`src/rtl/cnn_pkg.sv`:
```
package cnn_pkg;

    // pixel and accumulator widths
    localparam int PIXEL_W = 8;
    localparam int ACC_W   = 16;

    // load port field widths, 16 images of up to 1024 pixels
    localparam int IMAGE_W = 4;
    localparam int LOAD_AW = 10;

    typedef logic [PIXEL_W-1:0] pixel_t;
    typedef logic signed [3:0]  weight_t;

    // row-major, index 0 is the oldest row and oldest column
    // weights sum to 11, so a flat 255 image clips at the output
    localparam weight_t KERNEL [9] = '{
        -4'sd1,  4'sd2, -4'sd1,
         4'sd2,  4'sd7,  4'sd2,
        -4'sd1,  4'sd2, -4'sd1
    };

    // right shift after relu
    localparam int OUT_SHIFT = 3;

    // one write into the image memory
    typedef struct packed {
        logic               en;
        logic [IMAGE_W-1:0] image;
        logic [LOAD_AW-1:0] addr;
        pixel_t             data;
    } load_req_t;

    typedef struct packed {
        logic   valid;
        logic   last;
        pixel_t pixel;
    } pix_beat_t;

    // px[0] oldest row/col, px[8] newest pixel
    typedef struct packed {
        logic         valid;
        logic         last;
        pixel_t [8:0] px;
    } window_t;

endpackage

```
`src/rtl/conv_window.sv`:
```
`timescale 1ns/1ns

module conv_window import cnn_pkg::*; #(
    parameter int IX = 28,
    parameter int IY = 28
) (
    input  logic      clk,
    input  logic      reset_n,
    input  pix_beat_t pix,
    output window_t   win
);

    localparam int CW = $clog2(IX);
    localparam int RW = $clog2(IY);

    localparam logic [CW-1:0] COL_LAST = CW'(IX - 1);

    // one and two rows of delay, addressed by column
    pixel_t line_buf_1 [IX];
    pixel_t line_buf_2 [IX];

    logic [CW-1:0] col;
    logic [RW-1:0] row;

    pixel_t       tap_row0;
    pixel_t       tap_row1;
    logic         full_win;
    pixel_t [8:0] px_q;
    logic         win_valid;
    logic         win_last;

    // pixels from the same column two rows and one row up
    assign tap_row0 = line_buf_2[col];
    assign tap_row1 = line_buf_1[col];

    // window covers only real pixels once both counters reach 2
    assign full_win = (col >= CW'(2)) && (row >= RW'(2));

    always_ff @(posedge clk) begin
        if (pix.valid) begin
            line_buf_1[col] <= pix.pixel;
            line_buf_2[col] <= tap_row1;
            // shift window one column left per row
            for (int r = 0; r < 3; r++) begin
                px_q[r*3]     <= px_q[r*3 + 1];
                px_q[r*3 + 1] <= px_q[r*3 + 2];
            end
            // newest column enters on the right
            px_q[2] <= tap_row0;
            px_q[5] <= tap_row1;
            px_q[8] <= pix.pixel;
        end
    end

    // raster position of the incoming beat
    always_ff @(posedge clk or negedge reset_n) begin
        if (!reset_n) begin
            col <= '0;
            row <= '0;
        end else if (pix.valid) begin
            if (pix.last) begin
                col <= '0;
                row <= '0;
            end else if (col == COL_LAST) begin
                col <= '0;
                row <= row + 1'b1;
            end else begin
                col <= col + 1'b1;
            end
        end
    end

    always_ff @(posedge clk or negedge reset_n) begin
        if (!reset_n) begin
            win_valid <= 1'b0;
            win_last  <= 1'b0;
        end else begin
            win_valid <= pix.valid && full_win;
            win_last  <= pix.valid && full_win && pix.last;
        end
    end

    assign win = '{valid: win_valid, last: win_last, px: px_q};

endmodule

```
`config.mk`:
```
export PLATFORM = sky130hd
export DESIGN_NAME = conv_window
export DESIGN_NICKNAME = d
export VERILOG_FILES = /design/src/rtl/cnn_pkg.sv /design/src/rtl/conv_window.sv
export SDC_FILE = /design/constraint.sdc
export NUM_CORES = 1
export LEC_CHECK = 0
export BUFFER_PORTS_ARGS = -buffer_cell sky130_fd_sc_hd__clkbuf_2
export CAP_MARGIN = 10
export CORE_MARGIN = 1
export CORE_UTILIZATION = 47
export CTS_BUF_LIST = sky130_fd_sc_hd__clkbuf_8
export CTS_CLUSTER_DIAMETER = 200
export CTS_CLUSTER_SIZE = 40
export DETAILED_ROUTE_END_ITERATION = 10
export GPL_TIMING_DRIVEN = 1
export PLACE_DENSITY = 0.61
export SETUP_SLACK_MARGIN = 0.4
export SYNTH_ARGS = -nofsm -noshare
export SYNTH_HDL_FRONTEND = slang
export SYNTH_SLANG_ARGS = --single-unit
```
`constraint.sdc`:
```
create_clock -name clk -period 3.35 [get_ports clk]
set_input_delay 0.67 -clock clk [delete_from_list [all_inputs] [get_ports clk]]
set_output_delay 0.67 -clock clk [all_outputs]
set_load 0.02 [all_outputs]
```
-- Yosys cells after proc, flatten, opt, wreduce, memory -nomap -nowiden
Memories as Yosys holds them, arrays and structs flattened. A register that Yosys moved wholly into a read port is not among the register bits.
Cells that the tools add are included.
Widths: inputs -> output; s select.
- add/subtract/negate cells: 2
- reductions and logical operators: 5
- muxes and demuxes: 6
- multipliers: 0
- bitwise operators: 0
- divide/modulo/power cells: 0
- order comparisons: 2
- eq/ne operators: 1
- shift-type cells: 0
- operators with widths (cell ; number):
    $mux 5 ; 4
    $add 5x1->5 const B ; 2
    $ge 5x2->1 const B ; 2
    $eq 5x5->1 const B ; 1
    $logic_and 1x1->1 ; 3
    $mux 1 ; 2
    $reduce_and 2->1 ; 1
    $reduce_bool 2->1 ; 1
- bits of input ports: 12
- RAM bits: 448
- memories: 2
- latch bits: 0
- register bits: 76
- logic and storage cells: 30
- memory bits (read-only): 0
- memory list (memory ; words ; width ; rd ports ; clocked after Yosys merged registers in ; write ports ; line ; text):
    line_buf_1 ; 28 ; 8 ; 1 ; 0 ; 1 ; conv_window.sv:19 ; pixel_t line_buf_1 [IX];
    line_buf_2 ; 28 ; 8 ; 1 ; 1 ; 1 ; conv_window.sv:20 ; pixel_t line_buf_2 [IX];

-- Logic depth before layout (Yosys ltp)
- depth after elaboration: 4
- gate-level depth with buffers: 7
- depth with buffers taken out: 5

-- Least setup slack after synthesis
OpenSTA, ideal clock, no wires.
- kind: reg-to-reg
- from: register col[1]
- to: memory line_buf_1[25][0] (netlist name) (enable)
- data required time: 2.941 ns
- path buffers: 3
- cell stages (with the launch flop): 8
- setup time: 0.409 ns
- setup slack: 0.585 ns
- data arrival time: 2.356 ns
- path through: dfrtp_1 > buf_2 > buf_6 > buf_2 > inv_1 > ha_1 > nand2_1 > nor3_1
- RTL lines (element ; line ; text):
    start: declaration ; conv_window.sv:22 ; logic [CW-1:0] col;
    start signal: assignment ; conv_window.sv:68 ; col <= col + 1'b1;
    end: declaration ; conv_window.sv:19 ;
Straight into the memory's write port.

-- Worst setup path in the final report
- from: register col[1]
- to: register px_q, in the netlist win[45] (data pin)
- word-level cells in the longest chain between the ends: 1
- ends and longest elaborated chain (element ; line ; text):
    $mem_v2 28x8 ; - ;
    named net tap_row1[5] ; conv_window.sv:26 ; pixel_t tap_row1;
    end signal: indexed assignment ; conv_window.sv:45 ; px_q[r*3] <= px_q[r*3 + 1];
    end signal: indexed assignment ; conv_window.sv:46 ; px_q[r*3 + 1] <= px_q[r*3 + 2];
    end: declaration ; conv_window.sv:28 ; pixel_t [8:0] px_q;
The timed path passes the listed nets, and every way through them passes these cells.
A chain may end at the register's enable or synchronous reset.

==> metrics.txt <==
outcome finished clean; number of distinct library cells after synthesis 35; register area share after synthesis 0.7814; largest net degree at the start of global routing 65; part of the power in combinational logic 0.139; reg2reg start col[1]; final hold vios 0; Root Buffer clkbuf_8; period utilization 0.8000; CP Launch Type register; via count 10300; Psw 0.003033 W; #FFs+latches synth 532; arrival time worst endpoint 3.12 ns; Post-layout nets 1232; post-route DRC violation count 0; switching part of the total 0.2564; H-tree Lvls 1; top cells by area, synth edfxtp_1 77%, mux2i_1 9.4%, a22oi_1 2.9%; Setup Skew 0.05977 ns; cells along the critical path buf_4, mux2i_1, a22oi_1, nand3_1, nand4_1, buf_4; cell count after synthesis 1099; Fmax 373.2 MHz; Layout area overhead 8.219%; Ports 86; commonest cells in the netlist 520 x edfxtp_1, 192 x mux2i_1, 80 x a22oi_1, 48 x nand3_1, 44 x nand2_1; Hold Crit Start pix[8]; share of layout cells above drive strength 1 0.1700; Clock Latency Late Sink 0.63 ns; core area 42320 um2; total track usage 0.2089; Max-Slew Margin vs Limit 0.4185; total setup buffers inserted after CTS 0; R2R depth 6; die width 210.2 um; Post-Syn Area 20370 um2; row count 75; post_cts resized 0; Clock power frac 0.194; total CTS buffers 17; RSZ-0062 raised after global routing no; Min-Delay Path Class in -> reg; CTS tree done; P_int 0.008799 W; DRT Wirelength 46000 um; actual slew at the worst max-slew pin 0.8722 ns; antenna violation net count after detailed routing 0; Initial Util 0.4813; routed vias/inst 5.738; wire length per cell 25.63 um; critical path's slowest cell dfrtp_4; initial antenna violation count 0; starting DRC count in detailed routing 936; Max FO, Critical Path 38; Top cell by count, worst path buf_4; Power Dens Cells 536.8 nW/um2; first-pass GRT wire length 66840 um; hold endpoint col[4]; ANT cells 0; Max Slew Vio Count 0; worst hold stages 2; vias in the first global route 10053; CP Capture Type register; RR Endpoint win[45]; share of flip-flops with an asynchronous set or reset 0.02256; total grt overflow 0; Pleak 6.999 nW; Port Buffers 85; Flop pwr share 0.667; critical path class reg -> reg; reg-to-reg slack, setup 0.67 ns; pre-CTS WS 0.7095 ns; area leader, netlist edfxtp_1; Worst Setup Slack, final 0.6701 ns; CP peak stage delay 0.89 ns; clk buf depth 3; # Max-Cap Violations 0; routability cong. 0.8300; syn_area_per_cell 18.53 um2; Top FF cell, synth edfxtp_1; number of synthesized flops with an enable pin 520; Post-Route Setup TNS 0 ns; clock slew at reported path FFs 0.22 ns; die area 44170 um2; Mapped Nets 1117; minimum clock period 2.680 ns; CTS sink cnt 532; Post-CTS Hold Buffers 1; DRT Pass-1 Iters 5; share of Yosys cell area claimed by the top area cell type 0.7666; Setup violations, final 0; Ys Warns 0; DPL Wire Length 28250 um; maximum vdd ir drop 0.0002914 V; Req. time, crit path 3.79 ns; most frequent cell after synthesis edfxtp_1; Die H 210.2 um
==> final cells by class <==
type	instances	area, um2
multi-input combinational	502	4083
clock inverter	6	48.80
clock buffer	17	234.0
fill	3412	20280
sequential	532	15920
timing repair buffer	157	1021
tap	577	721.9
inverter	4	15.01
==> flip-flops by register name, indices dropped and copies added, names as in the netlist <==
| register | count |
|---|---|
| line_buf_1 | 224 |
| win_last | 1 |
| win_valid | 1 |
| col | 5 |
| win | 72 |
| row | 5 |
| line_buf_2 | 224 |
==> power groups by stage <==
stage	sequential [W]	clock, W	combinational (W)
finish	0.00790	0.00229	0.00164
global route	0.00793	0.00254	0.00176
global placement	0.00804	0	0.00163
CTS	0.00790	0.00235	0.00166
detailed placement	0.00805	0	0.00166
floorplan	0.00811	0	0.000971
==> cell families (layout without fill, tap and decap cells) <==
family | Yosys count | count (layout) | share of synthesized area
buffers and inverters | 65 | 184 | 0.02113
AND/OR/NAND/NOR | 173 | 173 | 0.04220
XOR/XNOR | 2 | 2 | 0.0008602
multiplexers | 208 | 208 | 0.1120
flip-flops | 532 | 532 | 0.7814
AO/OA/AOI/OAI | 113 | 113 | 0.03870
adder cells (fa/ha/maj) | 6 | 6 | 0.003686
==> per-layer routing <==
layer / wire length [um] / GRT usage / share of wire / vias up
li1: - / - / - / 4552
met1: 20670 / 0.3060 / 0.45 / 5386
met2: 21950 / 0.3380 / 0.48 / 319
met3: 2535 / 0.02637 / 0.055 / 43
met4: 845 / 0.04329 / 0.018 / 0
met5: 0 / 0 / 0 / -
==> critical path, delay by kind of cell, from the launching register on <==
family / cells / cell delay, ns
compound gates: 1 / 0.22
buf+inv: 2 / 0.84
flops: 1 / 0.89
mux: 1 / 0.14
simple gates: 2 / 0.37
==> cell usage in the layout, fill, tap and decap left out, types with 2 or more instances in the layout <==
master and n:
buf_4 68, nand3_1 48, dfrtp_1 11, buf_12 4, o22ai_1 2, a22oi_1 80
xor2_1 2, and2_1 6, inv_1 9, nor3_2 11, nor2_1 26, nor2b_1 6
nand4_1 17, mux4_2 16, edfxtp_1 520, o21ai_0 6, nand4b_1 4, ha_1 6
mux2i_1 192, nor2b_2 2, clkbuf_8 17, clkbuf_2 84, nand2_1 44, a21oi_1 21
==> worst max-delay path by stage <==
stage | startpoint | to | slack, ns | cells past startpoint
4_1_cts | col[1] | line_buf_2[7][5] | 0.64 | 6
2_1_floorplan | col[1] | line_buf_1[25][0] | 0.59 | 7
6_report | col[1] | win[45] | 0.67 | 6
5_1_grt | col[1] | line_buf_2[0][5] | 0.52 | 6
3_5_place_dp | col[1] | line_buf_2[23][5] | 0.71 | 6
3_3_place_gp | col[1] | line_buf_2[21][5] | 0.77 | 6
==> metrics by stage <==
stage	util	total power, W	cells	hold WS [ns]	area (um2)
3_3_place_gp	0.5139	0.009672	1771	0.4283	21750
4_1_cts	0.5208	0.01191	1795	0.3656	22040
2_1_floorplan	-	0.009085	1099	0.3744	20370
5_1_grt	0.5208	0.01223	1795	0.3892	22040
3_5_place_dp	0.5139	0.009709	1771	0.4337	21750
6_report	0.5208	0.01183	1795	0.4140	22040
Power figures use the tool's default switching activity.
