File: src/rtl/cnn_pkg.sv
package cnn_pkg;

    // pixel and accumulator widths
    localparam int PIXEL_W = 8;
    localparam int ACC_W   = 16;

    // load port field widths, 16 images of up to 1024 pixels
    localparam int IMAGE_W = 4;
    localparam int LOAD_AW = 10;

    typedef logic [PIXEL_W-1:0] pixel_t;
    typedef logic signed [3:0]  weight_t;

    // row-major, index 0 is the oldest row and oldest column
    // weights sum to 11, so a flat 255 image clips at the output
    localparam weight_t KERNEL [9] = '{
        -4'sd1,  4'sd2, -4'sd1,
         4'sd2,  4'sd7,  4'sd2,
        -4'sd1,  4'sd2, -4'sd1
    };

    // right shift after relu
    localparam int OUT_SHIFT = 3;

    // one write into the image memory
    typedef struct packed {
        logic               en;
        logic [IMAGE_W-1:0] image;
        logic [LOAD_AW-1:0] addr;
        pixel_t             data;
    } load_req_t;

    typedef struct packed {
        logic   valid;
        logic   last;
        pixel_t pixel;
    } pix_beat_t;

    // px[0] oldest row/col, px[8] newest pixel
    typedef struct packed {
        logic         valid;
        logic         last;
        pixel_t [8:0] px;
    } window_t;

endpackage

File: src/rtl/conv3x3_pe.sv
`timescale 1ns/1ns

module conv3x3_pe import cnn_pkg::*; (
    input  logic      clk,
    input  logic      reset_n,
    input  window_t   win,
    output pix_beat_t result,
    output logic      frame_done
);

    localparam logic [ACC_W-1:0] PIX_MAX = ACC_W'({PIXEL_W{1'b1}});

    logic signed [ACC_W-1:0] acc_c;
    logic signed [ACC_W-1:0] acc_q;
    logic                    s1_valid;
    logic                    s1_last;

    logic [ACC_W-1:0] relu;
    logic [ACC_W-1:0] shifted;
    pixel_t           sat;

    pixel_t res_pixel;
    logic   res_valid;
    logic   res_last;

    // stage 1: nine signed products summed
    always_comb begin
        logic signed [ACC_W-1:0] pix_s;
        logic signed [ACC_W-1:0] wgt_s;
        acc_c = '0;
        for (int i = 0; i < 9; i++) begin
            // pixel is unsigned, zero extend
            pix_s = ACC_W'(win.px[i]);
            wgt_s = ACC_W'(KERNEL[i]);
            acc_c = acc_c + pix_s * wgt_s;
        end
    end

    always_ff @(posedge clk) begin
        if (win.valid) begin
            acc_q <= acc_c;
        end
    end

    // stage 2: relu, scale down, clip to pixel range
    always_comb begin
        relu    = acc_q[ACC_W-1] ? '0 : unsigned'(acc_q);
        shifted = relu >> OUT_SHIFT;
        sat     = (shifted > PIX_MAX) ? PIX_MAX[PIXEL_W-1:0] : shifted[PIXEL_W-1:0];
    end

    always_ff @(posedge clk) begin
        if (s1_valid) begin
            res_pixel <= sat;
        end
    end

    always_ff @(posedge clk or negedge reset_n) begin
        if (!reset_n) begin
            s1_valid   <= 1'b0;
            s1_last    <= 1'b0;
            res_valid  <= 1'b0;
            res_last   <= 1'b0;
            frame_done <= 1'b0;
        end else begin
            s1_valid   <= win.valid;
            s1_last    <= win.valid && win.last;
            res_valid  <= s1_valid;
            res_last   <= s1_valid && s1_last;
            // pulses with the final result beat
            frame_done <= s1_valid && s1_last;
        end
    end

    assign result = '{valid: res_valid, last: res_last, pixel: res_pixel};

endmodule

File: config.mk
export PLATFORM = sky130hd
export DESIGN_NAME = conv3x3_pe
export DESIGN_NICKNAME = d
export VERILOG_FILES = /design/src/rtl/cnn_pkg.sv /design/src/rtl/conv3x3_pe.sv
export SDC_FILE = /design/constraint.sdc
export NUM_CORES = 1
export LEC_CHECK = 0
export CAP_MARGIN = 20
export CORE_MARGIN = 2
export CORE_UTILIZATION = 41
export DETAILED_ROUTE_END_ITERATION = 7
export DONT_BUFFER_PORTS = 1
export SLEW_MARGIN = 5
export SYNTH_ARGS = -nofsm -noshare
export SYNTH_HDL_FRONTEND = slang
export SYNTH_SLANG_ARGS = --single-unit
File: constraint.sdc
create_clock -name clk -period 2.4 [get_ports clk]
set_input_delay 0.36 -clock clk [delete_from_list [all_inputs] [get_ports clk]]
set_output_delay 0.36 -clock clk [all_outputs]
set_load 0.05 [all_outputs]
==> Word level (Yosys, flattened, before mapping) <==
Index checks and enable logic that the tools add are counted.
{ "word_totals": {"ff_bits": 28, "input_bits": 76, "out_inout_bits": 11, "elab_cells": 23} }
{ "op_classes": {"addsub": 12, "n_mul": 1, "order_cmp": 1, "mux": 1, "reduce_logical": 2} }
{ "ops": {"columns": ["op", "n"], "rows": [
  ["$add A16 B10 Y16", 4],
  ["$neg A8 Y16", 4],
  ["$add A16 B16 Y16", 3],
  ["$add A16 B12 Y16", 1],
  ["$mux W15", 1],
  ["$gt A12 B8 Y1 const B", 1],
  ["$mul A8 B3 Y11 const B", 1],
  ["$logic_and A1 B1 Y1", 2]
]} }

==> Logic depth before layout (Yosys ltp) <==
Gate-level depths: netlist of the first run.
{ "logic_depth": {"depth_word": 9, "ltp_mapped": 20, "mapped_depth_nobuf": 20} }

==> Worst setup path after synthesis of the first run <==
Ideal clock, no wire load.
{ "synth_path": {"kind": "input to register", "from": "input win[32] in the netlist's numbering", "to": "register acc_q[11], data pin", "setup_time_ns": 0.259, "arrival_ns": 5.450, "required_time_ns": 2.141, "path_slack_ns": -3.309, "cell_stages": 19, "path_buffers": 0, "path_cell_list": "fa_1 > ha_1 > fa_1 > a21o_1 > a21oi_1 > o21ai_0 > nor2_1 > xnor2_1 > fa_1 > fa_1 > inv_1 > fa_1 > fa_1 > inv_1 > ha_1 > a21o_1 > or4_1 > a21o_1 > xor2_1"} }
{ "synth_between": {"elab_chain_len": 6} }
{ "synth_rtl": {"columns": ["item", "line", "text"], "rows": [
  ["start, declared", "conv3x3_pe.sv:6", "input window_t win,"],
  ["$mul A8 B3 Y11", "conv3x3_pe.sv:35", "acc_c = acc_c + pix_s * wgt_s;"],
  ["$add A16 B12 Y16", "conv3x3_pe.sv:35", null],
  ["$add A16 B10 Y16", "conv3x3_pe.sv:35", null],
  ["$add A16 B16 Y16", "conv3x3_pe.sv:35", null],
  ["$add A16 B10 Y16", "conv3x3_pe.sv:35", null],
  ["$add A16 B16 Y16", "conv3x3_pe.sv:35", null],
  ["via acc_c[11]", "conv3x3_pe.sv:13", "logic signed [ACC_W-1:0] acc_c;"],
  ["end signal, assigned", "conv3x3_pe.sv:41", "acc_q <= acc_c;"],
  ["end, declared", "conv3x3_pe.sv:14", "logic signed [ACC_W-1:0] acc_q;"]
]} }
The timed path passes the listed nets, and every way through them passes these cells.
A chain may end at the register's enable or synchronous reset.

==> Worst setup path in the final report of the first run <==
{ "layout_path": {"from": "input win[34] in the netlist's numbering", "to": "register acc_q[11], data pin"} }
Same word-level chain as after synthesis.

==> impl_metrics.py, run 1 <==
metrics = {
    "cells_and_area": {
        "regArea_um2": 731,
        "fin_area_mm2": 0.00404,
        "insertedDiodeCount": 0,
        "nFillCells": 769,
        "synthToLayoutAreaGrowth_pct": 19.2,
        "multi_input_area_mm2": 0.00240,
        "final_layout_size_suffix_gt1_frac": 0.203,
        "fin_nets": 539,
    },
    "detailed_routing": {
        "dr.first_iter.drc_count": 73,
        "ant_nets": 0,
        "firstDrtPassIters": 4,
        "routed_wl_mm": 6.01,
        "drc": 0,
        "viasPerCell": 4.62,
        "via_count": 2190,
        "wl_per_cell_um": 12.7,
    },
    "floorplanning": {
        "initial_utilization": 0.418,
        "die-area_mm2": 0.00900,
        "core_region_area_mm2": 0.00809,
        "die_w_um": 94.9,
        "num_rows": 33,
        "die_h_um": 94.9,
        "ios": 87,
    },
    "critical_path": {
        "path_max_fanout": 3,
        "cp_common_cell": "fa_1",
        "crit_path_start_kind": "input pin",
        "cp.required_ps": 2420,
        "critical_path.cell_chain": "fa_1, ha_2, fa_2, a21o_1, a21oi_4, o21ai_2, nor2_2, xnor2_2, fa_1, fa_1, inv_1, fa_1, fa_1, inv_2, ha_4, a21o_1, or4_4, a21o_1, xor2_1",
        "worstSetupPathType": "in2reg",
        "reg2reg_to": "res_pixel[2]$_SDFFCE_PN1P_",
        "worst_r2r_path_depth": 3,
        "worstPathArrival_ps": 5330,
        "r2r_start": "acc_q[14]$_DFFE_PP_",
        "crit_slowest_cell": "fa_1",
        "endpoint_kind": "register",
        "startpoint": "win[34]",
        "rrSetupSlack_ps": 910,
        "slowest_delay_ps": 530,
    },
    "hold_path": {
        "hold_start": "win[73]",
        "hold_depth": 0,
        "hold_class": "in2reg",
        "worstHoldEndpoint": "s1_valid$_DFF_PN0_",
    },
    "synth": {
        "synthesis.nets": 498,
        "yosysTopAreaCellShare": 0.378,
        "yosysTopAreaCell": "fa_1",
        "syn_inst": 329,
        "ys_seq_elements": 25,
        "synth_area_per_cell_um2": 10.3,
        "syn_area_mm2": 0.00339,
        "ys_warn_count": 0,
        "yosys-top-cells-area": "fa_1 38%, edfxtp_1 19%, inv_1 12%",
        "yosysUniqueCellTypes": 36,
        "seq_area_frac_synth": 0.216,
    },
    "job": {
        "maxCapViolCount": 0,
    },
    "sta": {
        "rsz0062_at_grt": "true",
        "max_slew_margin": 0.427,
        "tns_ps": -32030,
        "finalMaxSlewViolations": 0,
        "fin_crit_ps": 5310,
        "holdWs_ps": 116,
        "fin_crit_sh": 2.21,
        "hold_viol_final": 0,
        "fin_ws_ps": -2910,
        "fmax_ghz": 0.188,
        "tightest_slew_ps": 861,
        "final.setup_skew_ps": 2.79,
        "setup_violations": 13,
    },
    "global_routing": {
        "antenna_found_initial": 0,
        "overflow": 0,
        "grt_usage": 0.149,
        "first_global_vias": 2437,
        "grt_pass1_wl_mm": 10.4,
        "grt_max_degree": 16,
    },
    "placement": {
        "globalplace.congestion": 0.782,
        "post-dp-hpwl_mm": 5.50,
        "port_buffers": 0,
        "dp_slack_ps": -3230,
        "place_area_mm2": 0.00387,
    },
    "cts": {
        "cts_tree": "done",
        "worstSkewPairLatency_ps": 260,
        "cts_htree_levels": 1,
        "cts_buffers": 3,
        "cts-root-buf": "clkbuf_8",
        "cts.clk_slew.worst_paths_ps": 90,
        "cts.sinks": 25,
        "clk_path_buf_depth": 2,
    },
    "run_status": {
        "status": "complete, but fails checks",
        "violations": "negative setup slack",
    },
}
-- synthesized netlist by cell type, drive strengths merged --
| library cell | instances |
|---|---|
| nor3 | 4 |
| a21oi | 8 |
| nor2b | 1 |
| inv | 109 |
| or4 | 2 |
| ha | 29 |
| xnor2 | 8 |
| nor4 | 1 |
| and3 | 1 |
| nand3b | 1 |
| a221o | 1 |
| o21a | 2 |
| o31ai | 1 |
| o21ai | 4 |
| a2111oi | 1 |
| dfrtp | 4 |
| o41ai | 1 |
| a21boi | 3 |
| and2 | 2 |
| fa | 64 |
| o211ai | 1 |
| a211oi | 2 |
| nand2b | 1 |
| nand2 | 6 |
| a21o | 9 |
| nand4 | 1 |
| nand3 | 3 |
| mux2i | 1 |
| o21bai | 1 |
| xor2 | 5 |
| edfxtp | 21 |
| buf | 3 |
| clkbuf | 1 |
| nor2 | 27 |
-- worst max-delay path: cells and delay by family --
family | cells | cell delay, ps
xor+xnor | 2 | 280
buf+inv | 2 | 100
simple gates | 2 | 570
compound gates | 5 | 850
fa+ha+maj | 8 | 3190
-- cell families (layout without fill, tap and decap cells) --
family,after synthesis,in the layout,synth area share
buf+inv,113,153,0.127
fa+ha+maj,93,93,0.486
simple gates,50,50,0.0665
compound gates,34,34,0.0680
flops,25,25,0.216
xor+xnor,13,13,0.0336
mux,1,1,0.00296
-- cells in the final DEF (no fill, tap or decap), types with 2 or more instances in the layout --
| cell type | count |
|---|---|
| dfrtp_1 | 4 |
| buf_4 | 36 |
| clkbuf_8 | 3 |
| nand3_1 | 3 |
| ha_1 | 23 |
| and2_1 | 2 |
| edfxtp_1 | 21 |
| inv_2 | 5 |
| nor3_1 | 4 |
| nor2_1 | 26 |
| fa_2 | 2 |
| ha_4 | 5 |
| a21oi_1 | 4 |
| a21boi_1 | 2 |
| o21ai_0 | 3 |
| xnor2_2 | 2 |
| inv_1 | 104 |
| fa_1 | 62 |
| buf_6 | 3 |
| a21oi_2 | 3 |
| xor2_1 | 4 |
| xnor2_1 | 6 |
| a21o_1 | 9 |
| a211oi_2 | 2 |
| nand2_1 | 5 |
-- metrics by stage --
stage,utilization,instances
3_5_place_dp,0.478,467
5_1_grt,0.499,474
3_3_place_gp,0.478,467
2_1_floorplan,-,329
6_report,0.499,474
4_1_cts,0.493,474
-- layer usage --
| layer | track usage | wire, um | vias to the layer above |
|---|---|---|---|
| met5 | 0 | 0 | - |
| met4 | 0.0181 | 0 | 0 |
| met3 | 0.0223 | 235 | 0 |
| met2 | 0.291 | 3400 | 52 |
| met1 | 0.175 | 2370 | 1073 |
| li1 | - | - | 1065 |
-- worst max path at each step --
stage,endpoint,cells after the start
3_3_place_gp,acc_q[11]$_DFFE_PP_,19
4_1_cts,acc_q[11]$_DFFE_PP_,19
5_1_grt,acc_q[11]$_DFFE_PP_,19
6_report,acc_q[11]$_DFFE_PP_,19
3_5_place_dp,acc_q[11]$_DFFE_PP_,19
2_1_floorplan,acc_q[11]$_DFFE_PP_,19
-- sequential cells by signal, indices dropped and copies added (netlist names) --
| name | flops |
|---|---|
| acc_q | 13 |
| res_valid | 1 |
| s1_valid | 1 |
| s1_last | 1 |
| res_last | 1 |
| res_pixel | 8 |
-- area by class of cell --
cell class                 instances  area share
sequential                        25       0.181
tap                              105      0.0325
clock buffer                       3      0.0102
multi-input combinational        191       0.596
timing repair buffer              40      0.0778
inverter                         109       0.101
clock inverter                     1     0.00124
-- what timing repair did --
item,in CTS,in global routing
hold buffers,1,0
buffers inserted,2,0
gates resized for setup,13,12
pin swaps,23,13
endpoints found under the setup margin,13,13
endpoints found under the hold margin,4,0
Power of run 1 is left out: the tool's default activity adds up to more than one toggle a clock period on the data nets, which glitch-free logic cannot reach.
==> inputs of run 2 (changes only) <==
--- a/config.mk
+++ b/config.mk
@@ -10,6 +10,7 @@
 export CORE_UTILIZATION = 41
 export DETAILED_ROUTE_END_ITERATION = 7
 export DONT_BUFFER_PORTS = 1
+export MAX_ROUTING_LAYER = met4
 export SLEW_MARGIN = 5
 export SYNTH_ARGS = -nofsm -noshare
 export SYNTH_HDL_FRONTEND = slang
==> run 2 against run 1 <==
The run still ends with negative setup slack left. Hold slack about the same. Global-route usage rose by 0.42 points. Register-to-register slack hardly changed. Via count is essentially flat. Clock skew hardly changed. Cell count unchanged. Fmax hardly changed. Sequential cell count did not move. Cell area is the same. Worst setup slack hardly changed. Utilization unchanged. Die area stayed put. Critical path type unchanged. Highest routed layer is now met4.
==> impl_metrics.py, run 2 (synthesis results as in run 1) <==
metrics = {
    "floorplanning": {
        "core_region_area_mm2": 0.00809,
        "die_h_um": 94.9,
        "ios": 87,
        "initial_utilization": 0.418,
        "die_w_um": 94.9,
        "num_rows": 33,
        "die-area_mm2": 0.00900,
    },
    "critical_path": {
        "reg2reg_to": "res_pixel[2]$_SDFFCE_PN1P_",
        "crit_path_start_kind": "input pin",
        "cp.required_ps": 2420,
        "r2r_start": "acc_q[14]$_DFFE_PP_",
        "slowest_delay_ps": 530,
        "cp.depth": 19,
        "critical_path.cell_chain": "fa_1, ha_2, fa_2, a21o_1, a21oi_4, o21ai_2, nor2_2, xnor2_2, fa_1, fa_1, inv_1, fa_1, fa_1, inv_2, ha_4, a21o_1, or4_4, a21o_1, xor2_1",
        "worstPathArrival_ps": 5330,
        "cp_common_cell": "fa_1",
        "startpoint": "win[34]",
        "path_max_fanout": 3,
        "endpoint": "acc_q[11]$_DFFE_PP_",
        "worst-path-buf-inv": 2,
        "worstSetupPathType": "in2reg",
        "rrSetupSlack_ps": 910,
        "crit_slowest_cell": "fa_1",
        "crit_family": "adder cells",
        "worst_r2r_path_depth": 3,
        "endpoint_kind": "register",
    },
    "cells_and_area": {
        "top_register": "acc_q",
        "top_regs": "acc_q x13, res_pixel x8",
        "nFillCells": 769,
        "final_layout_size_suffix_gt1_frac": 0.203,
        "largest_register_ffs": 13,
        "final_common_cell": "inv_1",
        "fin_nets": 539,
        "final_cell_mix": "104 x inv_1, 62 x fa_1, 36 x buf_4, 26 x nor2_1, 23 x ha_1",
        "insertedDiodeCount": 0,
        "synthToLayoutAreaGrowth_pct": 19.2,
        "final_util": 0.499,
    },
    "sta": {
        "final.setup_skew_ps": 2.57,
        "max_slew_margin": 0.427,
        "fin_crit_ps": 5310,
        "fin_ws_ps": -2910,
        "fmax_ghz": 0.188,
        "fin_crit_sh": 2.21,
        "finalMaxSlewViolations": 0,
        "rsz0062_at_grt": "true",
        "tightest_slew_ps": 861,
        "setup_violations": 13,
        "hold_viol_final": 0,
    },
    "detailed_routing": {
        "firstDrtPassIters": 4,
        "ant_nets": 0,
        "routed_wl_mm": 6.00,
        "dr.first_iter.drc_count": 80,
        "viasPerCell": 4.62,
        "via_count": 2189,
        "wl_per_cell_um": 12.7,
        "drc": 0,
    },
    "global_routing": {
        "grt_usage": 0.153,
        "use_met1": 0.176,
        "antenna_found_initial": 0,
        "first_global_vias": 2436,
        "grtUsageMet2": 0.291,
        "grt_max_degree": 16,
        "overflow": 0,
        "global_route.usage.met3": 0.0200,
        "grt_pass1_wl_mm": 10.4,
        "grt-busiest-layer": "met2",
    },
    "job": {
        "maxCapViolCount": 0,
    },
    "run_status": {
        "status": "complete, but fails checks",
        "violations": "negative setup slack",
    },
    "cts": {
        "cts_htree_levels": 1,
        "cts_buffers": 3,
        "cts.sinks": 25,
        "cts-root-buf": "clkbuf_8",
        "cts_tree": "done",
        "worstSkewPairLatency_ps": 260,
        "clk_path_buf_depth": 2,
        "cts.clk_slew.worst_paths_ps": 90,
    },
    "placement": {
        "post-dp-hpwl_mm": 5.50,
        "globalplace.congestion": 0.793,
        "port_buffers": 0,
        "dp_slack_ps": -3230,
    },
    "hold_path": {
        "hold_class": "in2reg",
        "hold_start": "win[73]",
    },
}
-- run 2: cell counts in the layout (fill, tap and decap cells not counted) --
No cell type changed its count.
-- run 2: per-stage QoR --
stage	setup TNS, ps	hold WS (ps)	cells	cell area [um2]
global route	-34290	97.0	474	4040
floorplan	-33080	64.4	329	3480
global placement	-36020	64.5	467	3870
detailed placement	-37110	64.5	467	3870
CTS	-32180	110	474	3990
finish	-32030	116	474	4040
-- run 2: repair_timing --
action	CTS	global route
gates resized for setup	13	12
buffers inserted	2	0
pin swaps	23	13
endpoints found under the hold margin	4	0
setup endpoints to repair	13	13
gates cloned	0	0
hold buffers	1	0
-- run 2: metal layers --
layer | vias to the layer above | routed length [um]
li1 | 1064 | -
met1 | 1071 | 2390
met2 | 52 | 3370
met3 | 2 | 213
met4 | 0 | 28
met5 | - | 0
-- run 2: worst min path at each step --
| stage | depth (start not counted) | end |
|---|---|---|
| floorplan | 0 | res_last$_DFF_PN0_ |
| global placement | 0 | res_valid$_DFF_PN0_ |
| detailed placement | 0 | res_valid$_DFF_PN0_ |
| CTS | 0 | s1_valid$_DFF_PN0_ |
| global route | 0 | s1_valid$_DFF_PN0_ |
| finish | 0 | s1_valid$_DFF_PN0_ |
-- run 2: area by class of cell --
class | count | area, um2 | share of cell area
clock buffer | 3 | 41.3 | 0.0102
timing repair buffer | 40 | 314 | 0.0778
clock inverter | 1 | 5.00 | 0.00124
inverter | 109 | 409 | 0.101
multi-input combinational | 191 | 2400 | 0.596
tap | 105 | 131 | 0.0325
sequential | 25 | 731 | 0.181
Power of run 2 is left out for the same reason.
==> inputs of run 3 (changes only) <==
==> constraint.sdc (replaced) <==
create_clock -name clk -period 4.7 [get_ports clk]
set_input_delay 0.705 -clock clk [delete_from_list [all_inputs] [get_ports clk]]
set_output_delay 0.705 -clock clk [all_outputs]
set_load 0.05 [all_outputs]
==> run 3 against run 2 <==
Register-to-register slack better by 2300 ps. Cell area is 1.3% higher. Die area stayed put. First-iteration DRC count is 28% lower. Worst setup slack better by 2000 ps. Clock skew is 2.1 ps higher. Highest routed layer unchanged. Largest cell class unchanged. The run still ends with negative setup slack left. Non-clock buffer count is 5 higher.
==> impl_metrics.py, run 3 (synthesis results as in run 1) <==
metrics = {
    "sta": {
        "final.setup_skew_ps": 4.68,
        "tightest_slew_ps": 864,
        "rsz0062_at_grt": "true",
        "fin_crit_sh": 1.19,
        "finalMaxSlewViolations": 0,
        "fin_ws_ps": -879,
        "tns_ps": -6230,
        "hold_viol_final": 0,
        "setup_violations": 12,
        "max_slew_margin": 0.424,
        "fmax_ghz": 0.179,
        "fin_crit_ps": 5580,
    },
    "run_status": {
        "status": "complete, but fails checks",
        "violations": "negative setup slack",
    },
    "global_routing": {
        "overflow": 0,
        "first_global_vias": 2576,
        "antenna_found_initial": 0,
        "grt_max_degree": 16,
        "grt_usage": 0.149,
        "grt_pass1_wl_mm": 10.4,
    },
    "critical_path": {
        "cp.required_ps": 4720,
        "startpoint": "win[34]",
        "endpoint_kind": "register",
        "r2r_start": "acc_q[14]$_DFFE_PP_",
        "crit_path_start_kind": "input pin",
        "worstPathArrival_ps": 5600,
        "path_max_fanout": 4,
        "worstSetupPathType": "in2reg",
    },
    "cells_and_area": {
        "top_regs": "acc_q x13, res_pixel x8",
        "synthToLayoutAreaGrowth_pct": 20.7,
        "largest_register_ffs": 13,
        "top_register": "acc_q",
        "fin_nets": 544,
        "final_common_cell": "inv_1",
        "insertedDiodeCount": 0,
        "final_layout_size_suffix_gt1_frac": 0.222,
        "final_cell_mix": "104 x inv_1, 62 x fa_1, 43 x buf_4, 26 x nor2_1, 22 x ha_1",
        "fin_area_mm2": 0.00409,
    },
    "cts": {
        "clk_path_buf_depth": 2,
        "cts.clk_slew.worst_paths_ps": 90,
        "cts_buffers": 3,
        "cts.sinks": 25,
        "cts_tree": "done",
        "worstSkewPairLatency_ps": 260,
        "cts-root-buf": "clkbuf_8",
        "cts_htree_levels": 1,
    },
    "job": {
        "maxCapViolCount": 0,
    },
    "floorplanning": {
        "die_w_um": 94.9,
        "die_h_um": 94.9,
        "initial_utilization": 0.418,
        "num_rows": 33,
        "die-area_mm2": 0.00900,
        "core_region_area_mm2": 0.00809,
        "ios": 87,
    },
    "detailed_routing": {
        "routed_wl_mm": 5.88,
        "viasPerCell": 4.64,
        "ant_nets": 0,
        "drc": 0,
        "dr.first_iter.drc_count": 58,
        "wl_per_cell_um": 12.3,
        "firstDrtPassIters": 4,
        "via_count": 2221,
    },
    "placement": {
        "post-dp-hpwl_mm": 5.28,
        "globalplace.congestion": 0.829,
        "port_buffers": 0,
        "place_area_mm2": 0.00384,
    },
    "hold_path": {
        "hold_class": "in2async",
    },
}
-- run 3: repair_timing --
item,CTS,global route
gates resized for setup,12,12
pin swaps,22,9
setup buffers,13,1
endpoints found under the setup margin,12,13
gates cloned,0,0
hold buffers,0,0
-- run 3: worst paths after layout --
| path | cells past startpoint | to | slack [ps] |
|---|---|---|---|
| hold reg to reg | 1 | res_last$_DFF_PN0_ | 450 |
| setup reg to reg | 3 | res_pixel[4]$_SDFFCE_PN1P_ | 3220 |
| setup / recovery | 19 | acc_q[11]$_DFFE_PP_ | -880 |
| hold / removal | 0 | res_last$_DFF_PN0_ | 120 |
| max in group asynchronous | 0 | s1_valid$_DFF_PN0_ | 4510 |
| min in group clk | 1 | res_last$_DFF_PN0_ | 450 |
-- run 3: critical path: stages --
cell and delay (ps):
fa_1 480, ha_2 200, fa_2 340, a21o_1 180, a21oi_2 170, o21ai_2 90
nor2_2 120, xnor2_2 140, fa_1 470, fa_1 520, inv_1 50, fa_1 440
fa_1 510, inv_2 50, ha_4 220, a21o_1 160, or4_1 410, a21o_1 210
xor2_1 140
-- run 3: per-layer routing --
metal,vias up,share of wire,global-route usage,routed length (um)
met3,6,0.042,0.0247,245
met1,1077,0.41,0.168,2420
met2,63,0.54,0.283,3150
met4,0,0.011,0.0205,67
li1,1075,-,-,-
met5,-,0,-,0
-- run 3: final cells by class --
class,count,area (um2)
Timing Repair Buffer,45,345
Tap cell,105,131
Sequential cell,25,731
Clock buffer,3,41.3
Multi-Input combinational cell,191,2420
Clock inverter,1,7.51
Inverter,109,409
Fill cell,749,4010
-- run 3: through the flow --
stage          cells  utilization  worst slack [ps]  hold slack, ps
2_1_floorplan    329            -             -1080             409
6_report         479        0.505              -879             123
5_1_grt          479        0.505             -1040             102
4_1_cts          479        0.497              -894             116
3_3_place_gp     463        0.474             -1190             409
3_5_place_dp     463        0.474             -1280             410
Power of run 3 is left out for the same reason.
